--- config.mk ---
export PLATFORM = sky130hd
export DESIGN_NAME = video_out_top
export DESIGN_NICKNAME = d
export VERILOG_FILES = /design/src/logic/video_mode_pkg.sv /design/src/logic/video_stream_pkg.sv /design/src/logic/aux_window.sv /design/src/logic/credit_fifo.sv /design/src/logic/mode_table.sv /design/src/logic/raster_timing.sv /design/src/logic/switch_conditioner.sv /design/src/logic/video_out_top.sv
export VERILOG_INCLUDE_DIRS = /design/src /design/src/logic
export SDC_FILE = /design/constraint.sdc
export NUM_CORES = 1
export LEC_CHECK = 0
export ABC_AREA = 0
export BUFFER_PORTS_ARGS = -buffer_cell sky130_fd_sc_hd__buf_2
export CAP_MARGIN = 20
export CORE_ASPECT_RATIO = 1.5
export CORE_MARGIN = 2
export CORE_UTILIZATION = 30
export CTS_CLUSTER_SIZE = 28
export DETAILED_ROUTE_END_ITERATION = 6
export SYNTH_ARGS = -nofsm -noshare
export SYNTH_HDL_FRONTEND = slang
export SYNTH_SLANG_ARGS = --single-unit
--- constraint.sdc ---
create_clock -name clk50m_bufg -period 3.9 [get_ports clk50m_bufg]
set_input_delay 0.39 -clock clk50m_bufg [delete_from_list [all_inputs] [get_ports clk50m_bufg]]
set_output_delay 0.39 -clock clk50m_bufg [all_outputs]
set_load 0.01 [all_outputs]
--- src/logic/video_macros.svh ---
`ifndef VIDEO_MACROS_SVH
`define VIDEO_MACROS_SVH

////////////////////////////////////////
// Widths
////////////////////////////////////////

// Raster counters and every timing boundary
`define CNT_W 11

// One color channel
`define COLOR_W 8

// One auxiliary nibble, three per aux word
`define AUX_NIB_W 4

// Format switch bank
`define FMT_W 4

////////////////////////////////////////
// Timing and sizing
////////////////////////////////////////

`define DEBOUNCE_CYCLES 1024 // Cycles a code must hold before load
`define AUX_BURST 32         // Aux window length in cycles

// Entries per FIFO, also the sender's starting credit
`define FIFO_DEPTH 16

`endif

--- src/logic/video_mode_pkg.sv ---
`default_nettype none

`include "video_macros.svh"

package video_mode_pkg;

	////////////////////////////////////////
	// Raster format codes
	////////////////////////////////////////

	// Same codes as the board's DIP switches
	typedef enum logic [`FMT_W-1:0] {
		FMT_VGA      = 4'b0000, // 640x480
		FMT_SVGA     = 4'b0001, // 800x600
		FMT_HDTV720P = 4'b0010, // 1280x720
		FMT_XGA      = 4'b0011, // 1024x768
		FMT_SXGA     = 4'b1000  // 1280x1024
	} fmt_code_t;

	// Power-up format and fallback for unknown codes
	localparam fmt_code_t FMT_DEFAULT = FMT_HDTV720P;

	////////////////////////////////////////
	// Timing boundaries of one format
	////////////////////////////////////////

	// Boundaries as last count of each region
	typedef struct packed {
		logic [`CNT_W-1:0] hsblnk; // Last active pixel
		logic [`CNT_W-1:0] hssync; // Last front porch pixel
		logic [`CNT_W-1:0] hesync; // Last sync pixel
		logic [`CNT_W-1:0] heblnk; // Last pixel of line
		logic [`CNT_W-1:0] vsblnk; // Last active line
		logic [`CNT_W-1:0] vssync; // Last front porch line
		logic [`CNT_W-1:0] vesync; // Last sync line
		logic [`CNT_W-1:0] veblnk; // Last line of frame
		logic              neg_pol; // Sync asserted low
	} raster_t;

endpackage

`default_nettype wire

--- src/logic/video_stream_pkg.sv ---
`default_nettype none

`include "video_macros.svh"

package video_stream_pkg;

	// One pixel, red in the top byte
	typedef struct packed {
		logic [`COLOR_W-1:0] red;
		logic [`COLOR_W-1:0] green;
		logic [`COLOR_W-1:0] blue;
	} pixel_t;

	// Auxiliary word sent during horizontal blanking
	// Nibble order matches the encoder's aux2/aux1/aux0 lanes
	typedef struct packed {
		logic [`AUX_NIB_W-1:0] aux2;
		logic [`AUX_NIB_W-1:0] aux1;
		logic [`AUX_NIB_W-1:0] aux0; // Lowest lane
	} aux_t;

endpackage

`default_nettype wire

--- src/logic/aux_window.sv ---
`default_nettype none

`include "video_macros.svh"

module aux_window (
	input  wire                          clk50m_bufg,
	input  wire                          RSTBTN,
	input  wire [`CNT_W-1:0]             hcount,
	input  wire                          hblank,
	input  wire [`CNT_W-1:0]             hssync,    // Window start
	input  wire                          aux_empty,
	output logic                         aux_pop,
	input  wire video_stream_pkg::aux_t  aux_word,
	output logic                         ade,       // Aux data enable
	output video_stream_pkg::aux_t       aux_out
);

	localparam int WIN_W = $clog2(`AUX_BURST);

	logic [WIN_W-1:0] win_left; // Cycles after the opening one
	logic open;
	logic in_window;

	assign open      = hblank && (hcount == hssync);
	assign in_window = open || (win_left != '0);
	assign aux_pop   = in_window && !aux_empty; // Skip when nothing queued

	always_ff @(posedge clk50m_bufg) begin
		if (RSTBTN) begin
			win_left <= '0;
			ade      <= 1'b0;
		end else begin
			if (open)
				win_left <= WIN_W'(`AUX_BURST - 1);
			else if (win_left != '0)
				win_left <= win_left - 1'b1;
			ade <= aux_pop; // Word is out of the FIFO now
		end
	end

	assign aux_out = ade ? aux_word : '0;

endmodule

`default_nettype wire

--- src/logic/credit_fifo.sv ---
`default_nettype none

`include "video_macros.svh"

module credit_fifo #(
	parameter type payload_t = logic [7:0]
) (
	input  wire           clk50m_bufg,
	input  wire           RSTBTN,
	input  wire           valid,  // Sender spends a credit
	input  wire payload_t data,
	output logic          credit, // One per pop
	input  wire           pop,
	output logic          empty,
	output payload_t      word    // Valid the cycle after pop
);

	localparam int PTR_W = $clog2(`FIFO_DEPTH);

	payload_t mem [`FIFO_DEPTH];
	logic [PTR_W:0] wr_ptr; // Extra bit tells full from empty
	logic [PTR_W:0] rd_ptr;
	logic full;
	logic do_push;
	logic do_pop;

	assign empty   = (wr_ptr == rd_ptr);
	assign full    = (wr_ptr[PTR_W] != rd_ptr[PTR_W]) &&
		(wr_ptr[PTR_W-1:0] == rd_ptr[PTR_W-1:0]);
	assign do_push = valid && !full; // Credits keep this from dropping
	assign do_pop  = pop && !empty;

	////////////////////////////////////////
	// Pointers and credit return
	////////////////////////////////////////

	always_ff @(posedge clk50m_bufg) begin
		if (RSTBTN) begin
			wr_ptr <= '0;
			rd_ptr <= '0;
			credit <= 1'b0;
		end else begin
			if (do_push)
				wr_ptr <= wr_ptr + 1'b1;
			if (do_pop)
				rd_ptr <= rd_ptr + 1'b1;
			credit <= do_pop; // Same cycle as the word
		end
	end

	// Storage and read register
	always_ff @(posedge clk50m_bufg) begin
		if (do_push)
			mem[wr_ptr[PTR_W-1:0]] <= data;
		if (do_pop)
			word <= mem[rd_ptr[PTR_W-1:0]];
	end

endmodule

`default_nettype wire

--- src/logic/mode_table.sv ---
`default_nettype none

`include "video_macros.svh"

module mode_table (
	input  wire                       clk50m_bufg,
	input  wire                       RSTBTN,
	input  wire [`FMT_W-1:0]          fmt_code,
	input  wire                       fmt_load,
	output video_mode_pkg::raster_t   raster,
	output logic                      restart  // Counters back to zero
);

	// Pixels, porches and sync widths into region ends
	function automatic video_mode_pkg::raster_t make_raster(
		input logic [`CNT_W-1:0] hpix, hfp, hsw, hbp,
		input logic [`CNT_W-1:0] vlin, vfp, vsw, vbp,
		input logic              neg
	);
		video_mode_pkg::raster_t r;
		r.hsblnk  = hpix - 1'b1;
		r.hssync  = hpix - 1'b1 + hfp;
		r.hesync  = hpix - 1'b1 + hfp + hsw;
		r.heblnk  = hpix - 1'b1 + hfp + hsw + hbp;
		r.vsblnk  = vlin - 1'b1;
		r.vssync  = vlin - 1'b1 + vfp;
		r.vesync  = vlin - 1'b1 + vfp + vsw;
		r.veblnk  = vlin - 1'b1 + vfp + vsw + vbp;
		r.neg_pol = neg;
		return r;
	endfunction

	// pixels fp sync bp, lines fp sync bp, polarity
	localparam video_mode_pkg::raster_t VGA_T = make_raster(11'd640, 11'd16, 11'd96, 11'd48,
		11'd480, 11'd11, 11'd2, 11'd31, 1'b1);
	localparam video_mode_pkg::raster_t SVGA_T = make_raster(11'd800, 11'd40, 11'd128, 11'd88,
		11'd600, 11'd1, 11'd4, 11'd23, 1'b0);
	localparam video_mode_pkg::raster_t XGA_T = make_raster(11'd1024, 11'd24, 11'd136, 11'd160,
		11'd768, 11'd3, 11'd6, 11'd29, 1'b1);
	localparam video_mode_pkg::raster_t SXGA_T = make_raster(11'd1280, 11'd48, 11'd112, 11'd248,
		11'd1024, 11'd1, 11'd3, 11'd38, 1'b0);
	localparam video_mode_pkg::raster_t HD720_T = make_raster(11'd1280, 11'd110, 11'd40, 11'd220,
		11'd720, 11'd5, 11'd5, 11'd20, 1'b0);

	always_ff @(posedge clk50m_bufg) begin
		if (RSTBTN) begin
			raster  <= HD720_T; // 720p until first load
			restart <= 1'b1;    // Leaves one pulse after reset
		end else begin
			restart <= fmt_load;
			if (fmt_load) begin
				case (fmt_code)
					video_mode_pkg::FMT_VGA:  raster <= VGA_T;
					video_mode_pkg::FMT_SVGA: raster <= SVGA_T;
					video_mode_pkg::FMT_XGA:  raster <= XGA_T;
					video_mode_pkg::FMT_SXGA: raster <= SXGA_T;
					default:                  raster <= HD720_T; // Unknown codes too
				endcase
			end
		end
	end

endmodule

`default_nettype wire

--- src/logic/raster_timing.sv ---
`default_nettype none

`include "video_macros.svh"

module raster_timing (
	input  wire                            clk50m_bufg,
	input  wire                            RSTBTN,
	input  wire video_mode_pkg::raster_t   raster,
	input  wire                            restart,
	output logic                           pix_pop,   // Pixel FIFO read
	input  wire                            pix_empty,
	input  wire video_stream_pkg::pixel_t  pix_word,  // FIFO output register
	output logic [`CNT_W-1:0]              hcount,
	output logic                           hblank,
	output logic                           hsync,
	output logic                           vsync,
	output logic                           de,
	output logic [`COLOR_W-1:0]            red,
	output logic [`COLOR_W-1:0]            green,
	output logic [`COLOR_W-1:0]            blue,
	output logic                           underflow  // Sticky
);

	logic [`CNT_W-1:0] vcount;
	logic line_end, frame_end;
	logic vblank, hsync_c, vsync_c, active;
	logic hsync_q, vsync_q, active_q; // Middle stage
	logic popped;                     // Word on pix_word belongs to this de

	////////////////////////////////////////
	// Counters
	////////////////////////////////////////

	assign line_end  = (hcount == raster.heblnk);
	assign frame_end = (vcount == raster.veblnk);

	always_ff @(posedge clk50m_bufg) begin
		if (RSTBTN || restart) begin
			hcount <= '0;
			vcount <= '0;
		end else if (line_end) begin
			hcount <= '0;
			vcount <= frame_end ? '0 : vcount + 1'b1; // Next line or new frame
		end else begin
			hcount <= hcount + 1'b1;
		end
	end

	////////////////////////////////////////
	// Region decode
	////////////////////////////////////////

	assign hblank  = (hcount > raster.hsblnk);
	assign vblank  = (vcount > raster.vsblnk);
	assign hsync_c = (hcount > raster.hssync) && (hcount <= raster.hesync);
	assign vsync_c = (vcount > raster.vssync) && (vcount <= raster.vesync);
	assign active  = !hblank && !vblank;

	// Pop one stage early, word lands with de
	assign pix_pop = active_q && !pix_empty;

	always_ff @(posedge clk50m_bufg) begin
		if (RSTBTN) begin
			hsync_q   <= 1'b0; // Inactive level of 720p
			vsync_q   <= 1'b0;
			active_q  <= 1'b0;
			hsync     <= 1'b0;
			vsync     <= 1'b0;
			de        <= 1'b0;
			popped    <= 1'b0;
			underflow <= 1'b0;
		end else begin
			hsync_q  <= hsync_c ^ raster.neg_pol;
			vsync_q  <= vsync_c ^ raster.neg_pol;
			active_q <= active;
			hsync    <= hsync_q;
			vsync    <= vsync_q;
			de       <= active_q;
			popped   <= pix_pop;
			if (active_q && pix_empty)
				underflow <= 1'b1; // Raster never waits
		end
	end

	// Black on blank and on a missed pixel
	assign red   = popped ? pix_word.red   : '0;
	assign green = popped ? pix_word.green : '0;
	assign blue  = popped ? pix_word.blue  : '0;

endmodule

`default_nettype wire

--- src/logic/switch_conditioner.sv ---
`default_nettype none

`include "video_macros.svh"

module switch_conditioner (
	input  wire                       clk50m_bufg,
	input  wire                       RSTBTN,
	input  wire [`FMT_W-1:0]          sw,       // Raw DIP switches
	output video_mode_pkg::fmt_code_t fmt_code, // Settled format
	output logic                      fmt_load  // One pulse per settled change
);

	localparam int DB_W = $clog2(`DEBOUNCE_CYCLES + 1);

	logic [`FMT_W-1:0] sw_meta; // First sync stage
	logic [`FMT_W-1:0] sw_sync; // Second sync stage
	logic [`FMT_W-1:0] sw_held; // Compare stage
	logic [DB_W-1:0]   db_cnt;  // Cycles the code has held
	logic              stable;
	logic              settle;

	assign stable = (sw_sync == sw_held);
	// Last held cycle before the load
	assign settle = stable && (db_cnt == DB_W'(`DEBOUNCE_CYCLES - 1));

	always_ff @(posedge clk50m_bufg) begin
		if (RSTBTN) begin
			sw_meta  <= '0;
			sw_sync  <= '0;
			sw_held  <= '0;
			db_cnt   <= '0;
			fmt_load <= 1'b0;
			fmt_code <= video_mode_pkg::FMT_DEFAULT;
		end else begin
			sw_meta <= sw;
			sw_sync <= sw_meta;
			sw_held <= sw_sync;

			// Any change restarts the debounce
			if (!stable)
				db_cnt <= '0;
			else if (db_cnt != DB_W'(`DEBOUNCE_CYCLES))
				db_cnt <= db_cnt + 1'b1; // Saturates, so only one load

			fmt_load <= settle;
			if (settle)
				fmt_code <= video_mode_pkg::fmt_code_t'(sw_held);
		end
	end

endmodule

`default_nettype wire

--- src/logic/video_out_top.sv ---
`default_nettype none

`include "video_macros.svh"

module video_out_top (
	input  wire                            clk50m_bufg,
	input  wire                            RSTBTN,
	input  wire [`FMT_W-1:0]               sw,
	// Pixel stream in
	input  wire                            pix_valid,
	input  wire video_stream_pkg::pixel_t  pix_data,
	output wire                            pix_credit,
	// Aux stream in
	input  wire                            aux_valid,
	input  wire video_stream_pkg::aux_t    aux_data,
	output wire                            aux_credit,
	// Video out
	output wire                            hsync,
	output wire                            vsync,
	output wire                            de,
	output wire [`COLOR_W-1:0]             red,
	output wire [`COLOR_W-1:0]             green,
	output wire [`COLOR_W-1:0]             blue,
	output wire                            ade,
	output wire video_stream_pkg::aux_t    aux_out,
	output wire                            underflow
);

	video_mode_pkg::fmt_code_t fmt_code;
	video_mode_pkg::raster_t   raster;
	video_stream_pkg::pixel_t  pix_word;
	video_stream_pkg::aux_t    aux_word;
	wire fmt_load, restart;
	wire pix_pop, pix_empty, aux_pop, aux_empty;
	wire hblank;
	wire [`CNT_W-1:0] hcount;

	////////////////////////////////////////
	// Format control
	////////////////////////////////////////

	switch_conditioner u_sw (.clk50m_bufg, .RSTBTN, .sw, .fmt_code, .fmt_load);

	mode_table u_mode (.clk50m_bufg, .RSTBTN, .fmt_code, .fmt_load, .raster, .restart);

	////////////////////////////////////////
	// Pixel path
	////////////////////////////////////////

	credit_fifo #(.payload_t(video_stream_pkg::pixel_t)) u_pix_fifo (
		.clk50m_bufg, .RSTBTN, .valid(pix_valid), .data(pix_data), .credit(pix_credit),
		.pop(pix_pop), .empty(pix_empty), .word(pix_word)
	);

	raster_timing u_raster (
		.clk50m_bufg, .RSTBTN, .raster, .restart, .pix_pop, .pix_empty, .pix_word,
		.hcount, .hblank, .hsync, .vsync, .de, .red, .green, .blue, .underflow
	);

	// Aux path, read in horizontal blanking
	credit_fifo #(.payload_t(video_stream_pkg::aux_t)) u_aux_fifo (
		.clk50m_bufg, .RSTBTN, .valid(aux_valid), .data(aux_data), .credit(aux_credit),
		.pop(aux_pop), .empty(aux_empty), .word(aux_word)
	);

	aux_window u_aux (
		.clk50m_bufg, .RSTBTN, .hcount, .hblank, .hssync(raster.hssync),
		.aux_empty, .aux_pop, .aux_word, .ade, .aux_out
	);

endmodule

`default_nettype wire

### After elaboration in Yosys (flattened, before gate mapping)

Memory sizes are Yosys's and may differ from the RTL's. A register that Yosys moved wholly into a read port is not among the register bits.
Cells that the tools add are included.

| word-level totals | value |
|---|---|
| flip-flop bits (word level) | 176 |
| bits in latches | 0 |
| RAM bits | 576 |
| ROM bits | 0 |
| input bits | 44 |
| output and inout bits | 43 |
| word-level logic and storage cells | 107 |
| memories kept | 2 |

| operators by class | value |
|---|---|
| add/subtract/negate cells | 8 |
| multiply operators | 0 |
| div/mod/pow operators | 0 |
| order comparisons | 6 |
| eq/ne operators | 15 |
| shift-type cells | 0 |
| multiplexer cells | 12 |
| bitwise gates (word level) | 3 |
| reduce and logical (&&, ||, !) cells | 27 |

Memory list:

| name | words | width | rd ports | clocked after memory_dff | write ports | RTL line | RTL |
|---|---|---|---|---|---|---|---|
| u_pix_fifo.mem | 16 | 24 | 1 | 1 | 1 | credit_fifo.sv:20 | `` payload_t mem [`FIFO_DEPTH]; `` |
| u_aux_fifo.mem | 16 | 12 | 1 | 1 | 1 | credit_fifo.sv:20 |  |

Operator list:

| kind | count |
|---|---|
| 89-bit case mux with 4 select lines | 1 |
| 11-bit greater-than comparator | 4 |
| 11-bit by 1-bit adder with 11-bit output, second input constant | 3 |
| 11-bit equality test | 3 |
| 8-bit 2-to-1 mux | 3 |
| 11-bit less-or-equal comparator | 2 |
| 5-bit by 1-bit adder with 5-bit output, second input constant | 4 |
| 1-bit logical AND | 14 |
| 4-bit equality test | 3 |
| 12-bit 2-to-1 mux | 1 |
| 11-bit by 10-bit equality test with 1-bit output, second input constant | 1 |
| 11-bit 2-to-1 mux | 1 |
| 11-bit inequality test, second input constant | 1 |
| 5-bit equality test | 2 |
| 5-bit 2-to-1 mux | 2 |
| 1-bit logical NOT | 6 |
| 5-bit nonzero test | 1 |
| 5-bit by 1-bit subtractor with 5-bit output, second input constant | 1 |
| 4-bit by 1-bit equality test with 1-bit output, second input constant | 1 |
| 4-bit by 2-bit equality test with 1-bit output, second input constant | 1 |
| 4-bit equality test, second input constant | 1 |
| 4-bit logical NOT | 1 |
| 1-bit 2-to-1 mux | 4 |
| 2-bit OR reduction | 2 |
| 5 further kinds | 8 |

### Longest topological paths before layout

Gate-level depths: netlist of the first run.

| logic depth | value |
|---|---|
| word-level depth | 6 |
| mapped depth | 8 |
| mapped depth without buffers | 8 |

### By module

From an unflattened synthesis of the first run, not the netlist that was laid out.

| second synthesis, totals | value |
|---|---|
| cells, all modules | 1771 |
| area total of the unflattened synthesis | 30480.5 um^2 |

By module, submodules not included:

| module | times used | cells each | area each (um^2) | sequential area each (um^2) |
|---|---|---|---|---|
| credit_fifo at u_pix_fifo | 1 | 657 | 15886.5 | 12472.0 |
| credit_fifo at u_aux_fifo | 1 | 381 | 8374.3 | 6346.1 |
| raster_timing | 1 | 403 | 3196.8 | 600.6 |
| mode_table | 1 | 168 | 1463.9 | 520.5 |
| switch_conditioner | 1 | 105 | 1081.0 | 560.5 |
| aux_window | 1 | 57 | 478.0 | 120.1 |

### Worst setup path after synthesis of the first run

No wires, ideal clock.

| path | value |
|---|---|
| kind | register -> register |
| from | register u_pix_fifo.rd_ptr[2] |
| to | memory u_pix_fifo.mem[3][0] (netlist name) (enable) |
| setup time | 0.435 ns |
| data arrival time | 2.870 ns |
| data required time | 3.465 ns |
| path slack | 0.595 ns |
| stages on the path, launching flop included | 7 |
| path buffers | 1 |
| period minus slack after synthesis | 3.305 ns |
| cells stage by stage | dfxtp_1 -> buf_4 -> xor2_1 -> nor4_1 -> a21boi_2 -> nand2_1 -> nor3_1 |

| between the ends | value |
|---|---|
| cells in the longest elaborated chain, start to end | 6 |

RTL lines:

| item | RTL line | RTL |
|---|---|---|
| start, declared | credit_fifo.sv:22 | `logic [PTR_W:0] rd_ptr;` |
| start signal, assigned | credit_fifo.sv:46 | `rd_ptr <= rd_ptr + 1'b1;` |
| 4-bit equality test | credit_fifo.sv:29 | `(wr_ptr[PTR_W-1:0] == rd_ptr[PTR_W-1:0]);` |
| 1-bit logical AND | credit_fifo.sv:28 | `assign full = (wr_ptr[PTR_W] != rd_ptr[PTR_W]) &&` |
| 1-bit logical NOT | credit_fifo.sv:30 | `assign do_push = valid && !full;` |
| 1-bit logical AND | credit_fifo.sv:30 |  |
| 1-bit 2-to-1 mux | credit_fifo.sv:53 | `if (do_push)` |
| 1-bit 2-to-1 mux (implied by the code) | credit_fifo.sv:54 | `mem[wr_ptr[PTR_W-1:0]] <= data;` |
| end, declared | credit_fifo.sv:20 |  |

Every way passes these cells.

### Worst setup path after layout of the first run

| path | value |
|---|---|
| from | register u_pix_fifo.wr_ptr[3] |
| to | memory u_pix_fifo.mem[15][7] (netlist name) (enable) |

| between the ends | value |
|---|---|
| cells in the longest elaborated chain, start to end | 6 |

RTL lines:

| item | RTL line | RTL |
|---|---|---|
| start, declared | credit_fifo.sv:21 | `logic [PTR_W:0] wr_ptr;` |
| start signal, assigned | credit_fifo.sv:44 | `wr_ptr <= wr_ptr + 1'b1;` |
| 4-bit equality test | credit_fifo.sv:29 |  |
| 1-bit logical AND | credit_fifo.sv:28 |  |
| 1-bit logical NOT | credit_fifo.sv:30 |  |
| 1-bit logical AND | credit_fifo.sv:30 |  |
| 1-bit 2-to-1 mux | credit_fifo.sv:53 |  |
| 1-bit 2-to-1 mux (implied by the code) | credit_fifo.sv:54 |  |

Parallel ways exist; a longest one is shown, timed or not.

==> flow_summary.toml, run 1 <==
[clock_network]
htree_num_levels = 3
cts_tree = "done"
post_cts.resized_instances = 0
cts.reportedPaths.clkPinSlew_ns = 0.06
clock_sink_count = 722
clockRootBuffer = "sky130_fd_sc_hd__clkbuf_16"
clock_insertion_delay_worst_skew_ns = 0.62
cts-buffers-inserted = 68
cts_buffer_depth = 3

[sta]
final.min_clock_period_ns = 2.85
fin_worst_skew_ns = 0.0166
report.final.slew_viol_count = 0
timing_hold_violations_final = 0
finalSetupViolCount = 0
unrepaired_setup_endpoints_after_global_routing = "no"
min_setup_slack_post_route_ns = 1.05
relative_slew_slack_pct = 36.0
timing.fmax_mhz = 351
fin_setup_tns_ns = 0
crit_share_post_route_pct = 73.0
worst-slew-pin-transition_ns = 0.960

[yosys]
synth_commonest_cells = "sky130_fd_sc_hd__edfxtp_1, sky130_fd_sc_hd__mux4_2, sky130_fd_sc_hd__dfxtp_1"
synth_seq_area_share_pct = 71.6
synth-edff-count = 612
yosys-top-cells-area = "sky130_fd_sc_hd__edfxtp_1, sky130_fd_sc_hd__mux4_2, sky130_fd_sc_hd__dfxtp_1, sky130_fd_sc_hd__ha_1, sky130_fd_sc_hd__nor2_1"
synthMostInstantiatedCell = "sky130_fd_sc_hd__edfxtp_1"
yosys.area.top_type = "sky130_fd_sc_hd__edfxtp_1"
synth_fp_nets = 1656
yosys_most_used_dff = "sky130_fd_sc_hd__edfxtp_1"
synth_seq_cells = 722
synth.top_cell.area_share_pct = 63.9
async_sr_flop_fraction_pct = 0
syn-mean-instance-area_sq_um = 18.5
synth-warning-count = 0
ys_types = 61
post_synthesis_instance_area_sq_um = 28700
postSynthCellCount = 1557

[pwr]
pwr_density_cell_nw_per_um2 = 525
p_leak_nw = 10.8
worst_ir_drop_vdd_v = 0.000404

[die]
placementRows = 139
die-area_sq_um = 98400
die-height_um = 383
initial_utilization_pct = 30.2
core_region_area_sq_um = 95300
die_w_um = 257
io-pin-count = 87

[layout]
finish.utilization_pct = 34.9
postLayoutCellArea_sq_um = 33300
finish.net_count = 1796
post_route_cells_drive_above_1_share_pct = 26.1
synthToLayoutAreaGrowth_pct = 15.8

[global_routing]
grt_max_degree = 100
grt_overflow_total = 0
gr_usage_total_pct = 13.1
grt_pass1_wl_um = 97500
first_global_vias = 15500
antenna_found_initial = 6

[routing]
drt_total_wl_um = 63500
dr_total_vias = 14300
iteration_count_of_the_initial_detailed_routing_pass = 5
drc = 0
routed_via_density = 4.73
post_drt_wl_per_cell_um = 21.0
detail-route-antenna-nets = 0
detailedRoute.firstIterationViolations = 985

[setup_path]
crit_path_end_kind = "flip-flop"
timing.critical_path.buf_inv = 1
cp_slowest_stage_delay_ns = 0.69
crit_slowest_cell = "sky130_fd_sc_hd__nor4_1"
worst_path_dominant_cell_family = "simple AND/OR/NAND/NOR gates"
worst-path-max-fanout = 16
criticalPathCategory = "flip-flop to flip-flop"
required_time_of_the_critical_path_ns = 4.22
crit_path_start_kind = "flip-flop"
timing.critical_path.arrival_ns = 3.17
cp_cell_sequence = "xor2_1 > nor4_1 > a21boi_2 > nand2_1 > nor2_4 > buf_4"

[worst_hold_path]
hold_path_class = "input pin to flip-flop"

[place]
placement.setup.worst_slack_ns = 1.07
routabilityCongestion = 0.833
placement.cell_area_sq_um = 31100
numPortBuffers = 86
hpwl_um = 40300

[flow_run]
max_cap_violations = 0

[status]
outcome = "finished clean"
-- worst paths after layout --
kind	cells after the start	startpoint	endpoint	slack (ns)
worst max-delay path	6	u_pix_fifo.wr_ptr[3]	u_pix_fifo.mem[15][7]	1.05
worst min-delay path	2	sw[3]	u_sw.sw_meta[3]	0.04
worst max register to register	6	u_pix_fifo.wr_ptr[3]	u_pix_fifo.mem[15][7]	1.05
worst min register to register	1	u_raster.vsync_q	u_raster.vsync	0.44
-- per-stage QoR --
step	hold WS, ns	power, mW	instances
after floorplan	0.414	10.4	1557
after global placement	0.430	11.1	2893
after detailed placement	0.432	11.1	2894
after CTS	0.00698	17.7	3019
after global routing	0.0291	18.1	3020
final	0.0391	17.5	3021
-- cell type report --
cell class | count | area (sq um)
Clock buffer | 92 | 1890
Antenna cell | 2 | 5.00
Sequential cell | 722 | 20600
Fill cell | 9037 | 62000
Tap cell | 1269 | 1590
Inverter | 45 | 169
Timing Repair Buffer | 138 | 896
Clock inverter | 31 | 312
Multi-Input combinational cell | 722 | 7830
-- timing repair --
item | 4_1_cts | 5_1_grt
setup endpoints to repair | 0 | 0
hold buffers | 2 | 0
endpoints found under the hold margin | 2 | 0
buffers inserted | 0 | 0
-- kinds of logic (layout without fill, tap and decap cells) --
logic type               after synthesis  in the layout  share of synthesized area (%)
flip-flops                           722            722                           71.6
adder cells (fa/ha/maj)               55             55                           2.39
multiplexers                         190            190                           14.5
buffers and inverters                113            306                           1.66
AND/OR/NAND/NOR                      302            302                           5.43
AO/OA/AOI/OAI                        107            107                           2.33
XOR/XNOR                              68             68                           2.12
other                                  0              2                              0
-- cell usage in the layout (no fill, tap or decap), types with 3 or more instances in the layout --
master	Yosys	final
sky130_fd_sc_hd__a211oi_1	4	4
sky130_fd_sc_hd__a21boi_0	5	5
sky130_fd_sc_hd__a21o_1	5	5
sky130_fd_sc_hd__a21oi_1	42	42
sky130_fd_sc_hd__and2_1	39	39
sky130_fd_sc_hd__and3_1	10	10
sky130_fd_sc_hd__buf_12	0	4
sky130_fd_sc_hd__buf_2	24	86
sky130_fd_sc_hd__buf_4	4	45
sky130_fd_sc_hd__bufinv_16	0	5
sky130_fd_sc_hd__clkbuf_1	31	19
sky130_fd_sc_hd__clkbuf_16	0	72
sky130_fd_sc_hd__clkinv_1	0	9
sky130_fd_sc_hd__clkinv_2	0	9
sky130_fd_sc_hd__dfxtp_1	110	104
sky130_fd_sc_hd__dfxtp_2	0	3
sky130_fd_sc_hd__dfxtp_4	0	3
sky130_fd_sc_hd__edfxtp_1	612	612
sky130_fd_sc_hd__ha_1	55	55
sky130_fd_sc_hd__inv_1	45	45
sky130_fd_sc_hd__inv_6	0	4
sky130_fd_sc_hd__mux2i_1	9	9
sky130_fd_sc_hd__mux4_2	180	180
sky130_fd_sc_hd__nand2_1	37	37
sky130_fd_sc_hd__nand2b_1	14	14
sky130_fd_sc_hd__nand3_1	18	18
sky130_fd_sc_hd__nand4_1	20	20
sky130_fd_sc_hd__nor2_1	95	83
sky130_fd_sc_hd__nor2_4	0	12
sky130_fd_sc_hd__nor2b_1	19	19
sky130_fd_sc_hd__nor3_1	17	9
sky130_fd_sc_hd__nor3_2	0	8
sky130_fd_sc_hd__nor4_1	4	4
sky130_fd_sc_hd__o21a_1	5	5
sky130_fd_sc_hd__o21ai_0	23	23
sky130_fd_sc_hd__o31ai_1	5	5
sky130_fd_sc_hd__or3_1	10	10
sky130_fd_sc_hd__or4_1	3	3
sky130_fd_sc_hd__xnor2_1	33	33
sky130_fd_sc_hd__xor2_1	33	33
-- metal layers --
| layer | GRT usage, % | wire length (um) |
|---|---|---|
| met5 | 0 | 13 |
| met3 | 2.19 | 2660 |
| met4 | 5.08 | 1900 |
| met2 | 24.3 | 34400 |
| met1 | 14.9 | 24500 |
-- flip-flops by register name (all words and copies together) (netlist names), 11 cells and up --
| register | count |
|---|---|
| u_aux_fifo.mem | 192 |
| u_raster.hcount | 11 |
| u_aux_fifo.word | 12 |
| u_mode.raster | 25 |
| u_pix_fifo.word | 24 |
| u_pix_fifo.mem | 384 |
| u_raster.vcount | 11 |
| u_sw.db_cnt | 11 |
-- power by group --
group          internal [mW]  total (mW)  switching (mW)
registers               8.68        8.86           0.176
clock network           3.76        6.58            2.81
logic                  0.997        2.03            1.04
(Power assumes the default switching activity.)
==> run 2: changes to the inputs <==
==> constraint.sdc (replaced) <==
create_clock -name clk50m_bufg -period 2.3 [get_ports clk50m_bufg]
set_input_delay 0.23 -clock clk50m_bufg [delete_from_list [all_inputs] [get_ports clk50m_bufg]]
set_output_delay 0.23 -clock clk50m_bufg [all_outputs]
set_load 0.01 [all_outputs]
==> flow_summary.toml, run 2 (same netlist as run 1, synthesis figures left out) <==
[setup_path]
crit_path_end_kind = "flip-flop"
crit_start = "u_pix_fifo.wr_ptr[1]"
criticalPathCategory = "flip-flop to flip-flop"
rrSetupSlack_ns = 0.06
timing.critical_path.arrival_ns = 2.56
crit-reg2reg-capture = "u_pix_fifo.mem[2][4]"
crit_path_start_kind = "flip-flop"
rr_startpoint = "u_pix_fifo.wr_ptr[1]"
required_time_of_the_critical_path_ns = 2.63
worst-path-max-fanout = 18
timing.critical_path.to = "u_pix_fifo.mem[2][4]"
r2r.worst_path.cells = 6

[layout]
post_layout_nonfiller_instances = 3135
post_route_cells_drive_above_1_share_pct = 29.5
synthToLayoutAreaGrowth_pct = 20.5
mostFrequentLayoutCell = "sky130_fd_sc_hd__edfxtp_1"
finish.net_count = 1916
highest_count_cells_in_the_layout_ignoring_fill_and_taps = "sky130_fd_sc_hd__edfxtp_1, sky130_fd_sc_hd__mux4_2, sky130_fd_sc_hd__buf_4, sky130_fd_sc_hd__dfxtp_1, sky130_fd_sc_hd__buf_2"
largest_reg_flops = 384

[sta]
report.final.slew_viol_count = 0
relative_slew_slack_pct = 51.5
final.min_clock_period_ns = 2.24
worst-slew-pin-transition_ns = 0.727
timing_hold_violations_final = 0
timing.fmax_mhz = 447
crit_share_post_route_pct = 97.2
finalSetupViolCount = 0
unrepaired_setup_endpoints_after_global_routing = "yes"
min_setup_slack_post_route_ns = 0.0648
fin_worst_skew_ns = 0.0195

[die]
die-area_sq_um = 98400
die-height_um = 383
initial_utilization_pct = 30.2
placementRows = 139
io-pin-count = 87
die_w_um = 257
core_region_area_sq_um = 95300

[clock_network]
cts.reportedPaths.clkPinSlew_ns = 0.07
htree_num_levels = 3
clockRootBuffer = "sky130_fd_sc_hd__clkbuf_16"
clock_sink_count = 722
cts_tree = "done"
clock_insertion_delay_worst_skew_ns = 0.63
cts-buffers-inserted = 70
cts_buffer_depth = 3

[routing]
detailedRoute.firstIterationViolations = 929
drc = 0
routed_via_density = 4.72
dr_total_vias = 14800
drt_total_wl_um = 64900
post_drt_wl_per_cell_um = 20.7
detail-route-antenna-nets = 0
iteration_count_of_the_initial_detailed_routing_pass = 7

[place]
routabilityCongestion = 0.833
numPortBuffers = 86
place_inst = 2969
placement.setup.worst_slack_ns = -0.0660
hpwl_um = 42500

[flow_run]
max_cap_violations = 0

[global_routing]
first_global_vias = 15900
grt_max_degree = 100
antenna_found_initial = 4
grt_overflow_total = 0
grt_pass1_wl_um = 98600
gr_usage_total_pct = 13.3

[pwr]
p_leak_nw = 11.4
pwr_density_cell_nw_per_um2 = 870
worst_ir_drop_vdd_v = 0.000649

[status]
outcome = "finished clean"

[worst_hold_path]
hold_path_class = "input pin to flip-flop"
-- run 2: power by group --
group	total [mW]	leakage, nW	internal, mW	switching (mW)
Clock	11.2	1.07	6.27	4.96
Combinational	3.97	3.94	2.04	1.93
Sequential	14.9	6.44	14.7	0.231
-- run 2: stage by stage --
stage / instance area (sq um) / hold slack [ns] / setup TNS [ns] / power [mW] / utilization, %
after global placement: 31900 / 0.424 / -0.0159 / 19.0 / 33.5
after detailed placement: 31900 / 0.425 / -0.516 / 19.1 / 33.5
final: 34600 / 0.0902 / 0 / 30.1 / 36.4
after floorplan: 28800 / 0.329 / -55.58 / 17.7 / -
after global routing: 34600 / 0.104 / -8.11 / 31.3 / 36.4
after CTS: 34500 / 0.0720 / 0 / 30.5 / 36.2
-- run 2: cell type report --
| cell class | count | area [sq um] |
|---|---|---|
| fill | 8997 | 60700 |
| tap | 1269 | 1590 |
| sequential | 722 | 20600 |
| multi-input combinational | 722 | 7940 |
| clock buffer | 87 | 1870 |
| clock inverter | 33 | 340 |
| inverter | 45 | 169 |
| timing repair buffer | 256 | 2140 |
| antenna | 1 | 2.50 |
-- run 2: layer usage --
metal	up-vias	wire length, um	track usage, %
li1	6656	-	-
met1	7669	24000	14.5
met2	363	36100	25.2
met3	115	2670	2.42
met4	6	2060	5.24
met5	-	37	0
-- run 2: worst min path at each step --
stage | start | to | slack [ns] | cells past startpoint
floorplan | aux_data[0] | u_aux_fifo.mem[0][0] | 0.33 | 0
detailed placement | u_sw.sw_meta[1] | u_sw.sw_sync[1] | 0.43 | 1
CTS | RSTBTN | u_mode.raster[9] | 0.07 | 2
finish | RSTBTN | u_raster.hsync | 0.09 | 2
global route | RSTBTN | u_mode.raster[20] | 0.10 | 2
global placement | u_sw.sw_meta[0] | u_sw.sw_sync[0] | 0.42 | 1
-- run 2: what timing repair did --
action / CTS / global route
gates resized for setup: 1 / 21
setup endpoints to repair: 14 / 227
setup buffers: 0 / 5
hold buffers: 40 / 0
endpoints found under the hold margin: 580 / 0
cloned: 0 / 0
pin swaps: 1 / 9
-- run 2: critical path, cell delays in order, from the launching register on --
cell                       delay (ns)
sky130_fd_sc_hd__dfxtp_1         0.42
sky130_fd_sc_hd__xor2_1          0.19
sky130_fd_sc_hd__nor4_1          0.11
sky130_fd_sc_hd__a21boi_2        0.34
sky130_fd_sc_hd__nand2_1         0.34
sky130_fd_sc_hd__nor3_4          0.28
sky130_fd_sc_hd__buf_12          0.23
